### src/source/rv_m_pkg.sv
// M extension shared definitions

package rv_m_pkg;

    // =========================================================================
    // funct3 codes of the M extension
    // =========================================================================
    localparam logic [2:0] funct_mul    = 3'b000; // Low half of the product.
    localparam logic [2:0] funct_mulh   = 3'b001; // High half, both operands signed.
    localparam logic [2:0] funct_mulhsu = 3'b010; // High half, signed times unsigned.
    localparam logic [2:0] funct_mulhu  = 3'b011; // High half, both unsigned.
    localparam logic [2:0] funct_div    = 3'b100; // Signed quotient.
    localparam logic [2:0] funct_divu   = 3'b101; // Unsigned quotient.
    localparam logic [2:0] funct_rem    = 3'b110; // Signed remainder.
    localparam logic [2:0] funct_remu   = 3'b111; // Unsigned remainder.

    // Operand width used when the top level does not override it.
    localparam int xlen_default = 32;

    // The restoring divider retires one quotient bit per step.
    // So it needs exactly as many steps as the operand has bits.
    function automatic int div_steps(input int width);
        return width;
    endfunction

endpackage

### src/source/m_op_if.sv
// Decoded operation bus
`timescale 1ns/1ps

interface m_op_if #(
    parameter int xlen = rv_m_pkg::xlen_default
);
    logic            mul_go;      // One-cycle start of the multiply unit.
    logic            div_go;      // One-cycle start of the divide unit.
    logic            high;        // Return the upper product half.
    logic            src1_signed; // Operand 1 is two's complement.
    logic            src2_signed; // Operand 2 is two's complement.
    logic            rem;         // Return the remainder, not the quotient.
    logic [xlen-1:0] src1;
    logic [xlen-1:0] src2;

    // The decode stage owns every signal on the bus.
    modport decode (
        output mul_go, div_go, high, src1_signed, src2_signed, rem, src1, src2
    );

    // The multiplier has no use for the remainder select.
    modport mul (
        input mul_go, high, src1_signed, src2_signed, src1, src2
    );

    // The divider ignores the product half select.
    modport div (
        input div_go, src1_signed, src2_signed, rem, src1, src2
    );

endinterface

### src/source/m_decode.sv
// M extension decode stage
`timescale 1ns/1ps

module m_decode #(
    parameter int xlen = rv_m_pkg::xlen_default
) (
    input  logic            clk,
    input  logic            reset,
    input  logic            stall,
    input  logic            flush,
    input  logic            busy,
    input  logic            start,
    input  logic [2:0]      funct3,
    input  logic [xlen-1:0] src1,
    input  logic [xlen-1:0] src2,
    m_op_if.decode          op
);
    import rv_m_pkg::*;

    logic accept;   // Start taken at the coming edge.
    logic is_div;   // Operation goes to the divider.
    logic dec_high;
    logic dec_s1;
    logic dec_s2;
    logic dec_rem;

    // =========================================================================
    // funct3 decode
    // =========================================================================
    always_comb begin
        // A divide that sits on the bus but has not loaded yet also blocks.
        accept = start && !busy && !op.div_go && !stall;

        is_div   = 1'b0;
        dec_high = 1'b0;
        dec_s1   = 1'b0;
        dec_s2   = 1'b0;
        dec_rem  = 1'b0;
        case (funct3)
            funct_mul:    dec_high = 1'b0; // Low half is the same for any signedness.
            funct_mulh: begin
                dec_high = 1'b1;
                dec_s1   = 1'b1;
                dec_s2   = 1'b1;
            end
            funct_mulhsu: begin
                dec_high = 1'b1;
                dec_s1   = 1'b1; // Only operand 1 is signed here.
            end
            funct_mulhu:  dec_high = 1'b1;
            funct_div: begin
                is_div = 1'b1;
                dec_s1 = 1'b1;
                dec_s2 = 1'b1;
            end
            funct_divu:   is_div = 1'b1;
            funct_rem: begin
                is_div  = 1'b1;
                dec_s1  = 1'b1;
                dec_s2  = 1'b1;
                dec_rem = 1'b1;
            end
            funct_remu: begin
                is_div  = 1'b1;
                dec_rem = 1'b1;
            end
            default:      is_div = 1'b0;
        endcase
    end

    // The go strobes last one cycle unless a stall holds them.
    always_ff @(posedge clk) begin
        if (reset || flush) begin
            op.mul_go <= 1'b0;
            op.div_go <= 1'b0;
        end else if (!stall) begin
            op.mul_go <= accept && !is_div;
            op.div_go <= accept && is_div;
        end
    end

    always_ff @(posedge clk) begin
        if (accept) begin
            op.high        <= dec_high;
            op.src1_signed <= dec_s1;
            op.src2_signed <= dec_s2;
            op.rem         <= dec_rem;
            op.src1        <= src1;
            op.src2        <= src2;
        end
    end

    // The core must wait for the divider to go idle before the next start.
    start_while_busy: assert property (@(posedge clk) disable iff (reset || flush)
        start |-> !busy)
        else $warning("Start raised while the divider is busy, the start is dropped.");

    funct3_known: assert property (@(posedge clk) disable iff (reset)
        start |-> !$isunknown(funct3))
        else $error("funct3 has unknown bits at start.");

endmodule

### src/source/mul_unit.sv
// One-cycle multiply unit
`timescale 1ns/1ps

module mul_unit #(
    parameter int xlen = rv_m_pkg::xlen_default
) (
    input  logic            clk,
    input  logic            reset,
    input  logic            stall,
    input  logic            flush,
    m_op_if.mul             op,
    output logic            done,
    output logic [xlen-1:0] result
);
    logic                    sign1;
    logic                    sign2;
    logic [xlen:0]           ext1;    // Operand 1 widened by its sign bit.
    logic [xlen:0]           ext2;
    logic signed [2*xlen+1:0] product;

    // The product register is the one in the result stage, so the product is
    // handed over in the cycle that its go is on the bus.
    always_comb begin
        sign1 = op.src1_signed && op.src1[xlen-1];
        sign2 = op.src2_signed && op.src2[xlen-1];
        ext1  = {sign1, op.src1};
        ext2  = {sign2, op.src2};

        // One extra bit per operand makes every mix a plain signed multiply.
        product = $signed(ext1) * $signed(ext2);

        done   = op.mul_go;
        result = op.high ? product[2*xlen-1:xlen] : product[xlen-1:0];
    end

    // The operation must stay on the bus while a stall keeps the result
    // stage from taking the product.
    go_held_in_stall: assert property (@(posedge clk) disable iff (reset || flush)
        (op.mul_go && stall) |=> op.mul_go)
        else $error("Multiply go dropped during a stall.");

endmodule

### src/source/div_unit.sv
// Iterative restoring divider
`timescale 1ns/1ps

module div_unit #(
    parameter int xlen = rv_m_pkg::xlen_default
) (
    input  logic            clk,
    input  logic            reset,
    input  logic            stall,
    input  logic            flush,
    m_op_if.div             op,
    output logic            busy,
    output logic            done,
    output logic [xlen-1:0] result
);
    import rv_m_pkg::*;

    localparam int steps   = div_steps(xlen);
    localparam int count_w = $clog2(steps);
    localparam logic [count_w-1:0] last = count_w'(steps - 1);

    logic               run;      // Shift-subtract steps remain.
    logic [count_w-1:0] count;    // Steps already done.
    logic [xlen-1:0]    quo;      // Dividend shifting out, quotient shifting in.
    logic [xlen-1:0]    part_rem; // Partial remainder.
    logic [xlen-1:0]    divisor;  // Divisor magnitude.
    logic               neg_q;
    logic               neg_r;
    logic               want_rem;
    logic               div_zero;

    logic [xlen-1:0] mag1;
    logic [xlen-1:0] mag2;
    logic [xlen:0]   shifted;
    logic [xlen:0]   diff;
    logic [xlen-1:0] step_quo;
    logic [xlen-1:0] step_rem;
    logic [xlen-1:0] fin_quo;
    logic [xlen-1:0] fin_rem;

    always_comb begin
        // The most negative value keeps its bit pattern, which is its
        // correct unsigned magnitude.
        mag1 = (op.src1_signed && op.src1[xlen-1]) ? -op.src1 : op.src1;
        mag2 = (op.src2_signed && op.src2[xlen-1]) ? -op.src2 : op.src2;

        // =====================================================================
        // One restoring step
        // =====================================================================
        shifted  = {part_rem, quo[xlen-1]};
        diff     = shifted - {1'b0, divisor};
        step_rem = diff[xlen] ? shifted[xlen-1:0] : diff[xlen-1:0]; // Restore on borrow.
        step_quo = {quo[xlen-2:0], ~diff[xlen]};

        // Zero divisor gives all ones, remainder keeps the dividend.
        // The overflow case comes out of the magnitudes by itself.
        fin_quo = div_zero ? '1 : (neg_q ? -step_quo : step_quo);
        fin_rem = neg_r ? -step_rem : step_rem;

        // Forward the final step so the result stage registers it at once.
        done   = run && (count == last);
        result = want_rem ? fin_rem : fin_quo;
    end

    always_ff @(posedge clk) begin
        if (reset || flush) begin
            run   <= 1'b0;
            busy  <= 1'b0;
            count <= '0;
        end else if (!stall) begin
            if (op.div_go) begin
                run   <= 1'b1;
                busy  <= 1'b1;
                count <= '0;
            end else if (run) begin
                count <= count + 1'b1;
                if (count == last) run <= 1'b0; // Busy stays up one more cycle.
            end else begin
                busy <= 1'b0;
            end
        end
    end

    always_ff @(posedge clk) begin
        if (!stall) begin
            if (op.div_go) begin
                quo      <= mag1;
                part_rem <= '0;
                divisor  <= mag2;
                neg_q    <= (op.src1_signed && op.src1[xlen-1]) ^
                            (op.src2_signed && op.src2[xlen-1]);
                neg_r    <= op.src1_signed && op.src1[xlen-1]; // Follows the dividend.
                want_rem <= op.rem;
                div_zero <= (op.src2 == '0);
            end else if (run) begin
                quo      <= step_quo;
                part_rem <= step_rem;
            end
        end
    end

    // Decode has to hold back starts until the previous divide retires.
    go_while_busy: assert property (@(posedge clk) disable iff (reset || flush)
        op.div_go |-> !busy)
        else $error("Divide go arrived while the divider is busy.");

endmodule

### src/source/m_result.sv
// M extension result stage
`timescale 1ns/1ps

module m_result #(
    parameter int xlen = rv_m_pkg::xlen_default
) (
    input  logic            clk,
    input  logic            reset,
    input  logic            stall,
    input  logic            flush,
    input  logic            mul_done,
    input  logic            div_done,
    input  logic [xlen-1:0] mul_result,
    input  logic [xlen-1:0] div_result,
    output logic            done,
    output logic [xlen-1:0] result
);
    // Both units hand over next-state completions, so this flop is the
    // last register of each unit's latency.
    always_ff @(posedge clk) begin
        if (reset || flush) begin
            done   <= 1'b0;
            result <= '0;
        end else if (!stall) begin
            done <= mul_done || div_done;
            if (mul_done || div_done) begin
                result <= div_done ? div_result : mul_result;
            end
        end
    end

    // A divide blocks later starts, so completions never collide.
    one_completion: assert property (@(posedge clk) disable iff (reset || flush)
        !(mul_done && div_done))
        else $error("Multiply and divide completed in the same cycle.");

endmodule

### src/source/m_ext_top.sv
// M extension execute block
`timescale 1ns/1ps

module m_ext_top #(
    parameter int xlen = rv_m_pkg::xlen_default
) (
    input  logic            clk,
    input  logic            reset,
    input  logic            start,
    input  logic [2:0]      funct3,
    input  logic [xlen-1:0] src1,
    input  logic [xlen-1:0] src2,
    input  logic            stall,
    input  logic            flush,
    output logic            busy,
    output logic            done,
    output logic [xlen-1:0] result
);
    logic            mul_done;
    logic            div_done;
    logic [xlen-1:0] mul_result;
    logic [xlen-1:0] div_result;

    m_op_if #(.xlen(xlen)) op_bus ();

    m_decode #(.xlen(xlen)) decode_i (
        .clk    (clk),
        .reset  (reset),
        .stall  (stall),
        .flush  (flush),
        .busy   (busy),
        .start  (start),
        .funct3 (funct3),
        .src1   (src1),
        .src2   (src2),
        .op     (op_bus.decode)
    );

    mul_unit #(.xlen(xlen)) mul_i (
        .clk    (clk),
        .reset  (reset),
        .stall  (stall),
        .flush  (flush),
        .op     (op_bus.mul),
        .done   (mul_done),
        .result (mul_result)
    );

    // The divider's busy level goes to the core and back into decode.
    div_unit #(.xlen(xlen)) div_i (
        .clk    (clk),
        .reset  (reset),
        .stall  (stall),
        .flush  (flush),
        .op     (op_bus.div),
        .busy   (busy),
        .done   (div_done),
        .result (div_result)
    );

    m_result #(.xlen(xlen)) result_i (
        .clk        (clk),
        .reset      (reset),
        .stall      (stall),
        .flush      (flush),
        .mul_done   (mul_done),
        .div_done   (div_done),
        .mul_result (mul_result),
        .div_result (div_result),
        .done       (done),
        .result     (result)
    );

endmodule

### config.mk
export PLATFORM = sky130hd
export DESIGN_NAME = m_ext_top
export DESIGN_NICKNAME = d
export VERILOG_FILES = /design/src/source/rv_m_pkg.sv /design/src/source/m_op_if.sv /design/src/source/m_decode.sv /design/src/source/mul_unit.sv /design/src/source/div_unit.sv /design/src/source/m_result.sv /design/src/source/m_ext_top.sv
export SDC_FILE = /design/constraint.sdc
export NUM_CORES = 2
export LEC_CHECK = 0
export BUFFER_PORTS_ARGS = -buffer_cell sky130_fd_sc_hd__buf_2
export CAP_MARGIN = 20
export CORE_ASPECT_RATIO = 1.1
export CORE_MARGIN = 10
export CORE_UTILIZATION = 50
export CTS_CLUSTER_SIZE = 25
export DETAILED_ROUTE_END_ITERATION = 16
export PLACE_DENSITY = 0.66
export SLEW_MARGIN = 20
export SYNTH_ARGS = -nofsm -noshare
export SYNTH_HDL_FRONTEND = slang
export SYNTH_SLANG_ARGS = --single-unit
### constraint.sdc
create_clock -name clk -period 11.8 [get_ports clk]
set_input_delay 2.36 -clock clk [delete_from_list [all_inputs] [get_ports clk]]
set_output_delay 2.36 -clock clk [all_outputs]
set_load 0.1 [all_outputs]
==> run metrics <==
outcome complete, no violations; minimum clock period 9.97 ns; Syn Nets 7,104; synth top area cells fa_1 (44%), edfxtp_1 (9.8%), inv_1 (8.5%); DRC violation count after routing 0; post-CTS setup buffers 0; fraction of layout cells with a size suffix above 1 5.07%; Final Net Count 6,989; placement row count 123; commonest register cell after synthesis edfxtp_1; largest net degree at the start of global routing 69; P&R area growth vs syn 4.63%; Vias 39,100; CP most frequent cell fa_1; post-CTS sizing 0; r2r endpoint result_i.result[30]; sequential area share after synthesis 11.4%; Root Driver clkbuf_16; via-per-instance ratio 5.63; final antenna-violating net count 0; Fin Hold WS 0.435 ns; CP arrival 10.42 ns; Slowest-stage cell, CP edfxtp_1; Syn Inst Count 5,656; Yosys top cell by area fa_1; hold crit path type register to register; period utilisation layout 84.5%; first-pass GRT wire length 245,000 um; Cell variety after synth 99; hold depth 0; hold path endpoint div_i.want_rem; Core Box Area 0.102 mm^2; setup_tns 0 ns; hold buffer count at cts 0; synth warn 0; Hold Startpoint decode_i.op.rem; CTS tree built; Die Height 357 um; critical path class register to register; top cell type's share of synthesized area 43.7%; Starting Density 50.4%; die area 0.116 mm^2; clk_skew 0.0374 ns; Post-synth top cells inv_1 (1,170), fa_1 (1,126), nand2_1 (828), and2_1 (354), clkbuf_1 (278); antenna violations before repair 0; CTS Buf Count 23; R2R setup slack 1.83 ns; Worst-Margin Slew 1.16 ns; first-iteration detailed-routing DRC count 2,904; vias in the first global route 42,000; critical path startpoint category register; Port Buf Inserts 105; Worst-Skew Late Latency 0.59 ns; grt total ovfl 0; RSZ-0062 raised after global routing false; width of the die 326 um; endpoint class of the critical path register; post-layout util 52.7%; TritonRoute pass-1 iters 5; Max Slew Vio Count 0; ys async rst share 0%; Avg Synthesized Cell Area 9.11 um^2; CTS H-Tree Depth 1; Synth Cell Area 0.0515 mm^2; CP Max Fanout 18; Detailed Route WL 156,000 um; Worst path max stage delay 0.92 ns; I/O pin count 106; required time worst endpoint 12.24 ns; flops & latches, synth 210; CTS max path bufs 3; clock sinks 210; RD Place Congestion 0.972; Setup-failing EPs final 0; Detailed Place HPWL 125,000 um; max_cap viols 0; number of synthesized flops with an enable pin 168; Reg-to-Reg Start decode_i.op.src1_signed; worst r2r path cells 29; average wire per standard cell 22.5 um; clock-pin slew on the worst setup and hold paths 0.07 ns; final hold violations 0; Total GRT Usage 27.3%; slew margin rel. 22.4%; Peak Freq 100 MHz; count leader, synth inv_1
[routing by layer]
metal  GRT usage (%)  share of wire, %
met5               0                 0
met2            45.7                48
met4            15.2               6.5
met3            4.00               6.6
met1            33.8                39
[kinds of logic after synthesis]
logic type,Yosys count,synth area share [%]
buffers and inverters,1513,11.1
AOI/OAI and AO/OA,617,7.98
xor gates and xnor gates,195,3.31
and+or+nand+nor,1710,15.7
DFF,210,11.4
muxes,35,0.704
adders and majority gates,1376,49.8
[worst max-delay path by stage]
| stage | from | endpoint | slack, ns | depth (start not counted) |
|---|---|---|---|---|
| floorplan | stall | decode_i.op.high | 1.41 | 2 |
| global placement | decode_i.op.src1_signed | result_i.result[30] | 1.99 | 29 |
| detailed placement | decode_i.op.src1_signed | result_i.result[30] | 1.88 | 29 |
| CTS | decode_i.op.src1_signed | result_i.result[30] | 1.82 | 29 |
| global route | decode_i.op.src1_signed | result_i.result[30] | 1.03 | 29 |
| finish | decode_i.op.src1_signed | result_i.result[30] | 1.83 | 29 |
[state kept, by name (all words and copies together), names as in the netlist, 5 cells and up]
| name | flops |
|---|---|
| result_i.result | 32 |
| div_i.quo | 32 |
| div_i.part_rem | 32 |
| div_i.divisor | 32 |
| div_i.count | 5 |
| decode_i.op.src1 | 32 |
| decode_i.op.src2 | 32 |
[metrics by stage]
step,setup WS [ns],area [um^2],std cells
final,1.83,53900,6939
after global routing,1.03,53900,6933
after CTS,1.82,53900,6933
after detailed placement,1.88,53200,6891
after global placement,1.99,53200,6891
after floorplan,1.41,51500,5656
[layout make-up]
class / count / area (um^2)
Fill cell: 9442 / 48400
Clock inverter: 10 / 104
Multi-Input combinational cell: 3933 / 39900
Antenna cell: 6 / 15.0
Clock buffer: 32 / 619
Sequential cell: 210 / 5890
Timing Repair Buffer: 199 / 1230
Inverter: 1174 / 4410
Tap cell: 1375 / 1720
[worst max-delay path: cells and delay by family (launching register included)]
kind                     cells  cell delay, ns
AO/OA/AOI/OAI               11            2.86
adder cells (fa/ha/maj)      9            4.45
buffers and inverters        7            1.30
flip-flops                   1            0.92
AND/OR/NAND/NOR              2            0.28
[placed cells by master (no fill, tap or decap), types with 12 or more instances in the layout]
cell / n
a221oi_1: 14
o31ai_1: 31
nor3_1: 47
a211oi_1: 21
a21o_1: 44
nand2b_1: 21
o21a_1: 12
fa_1: 1126
or3_1: 24
o21bai_1: 12
o21ai_0: 118
nand2_1: 828
clkbuf_16: 23
edfxtp_1: 168
xnor2_1: 102
dfxtp_1: 41
xor2_1: 93
mux2i_1: 30
ha_1: 250
nand4_1: 21
buf_2: 105
inv_1: 1170
buf_4: 94
nand3_1: 27
or2_2: 12
nor2_1: 238
a31oi_1: 28
a21oi_1: 181
or4_1: 12
and3_1: 41
o211ai_1: 18
nor2b_1: 20
nor4_1: 21
and2_1: 354
Power is not shown: default switching activity piles up to over one toggle a cycle in this logic, so the estimate is an artifact.
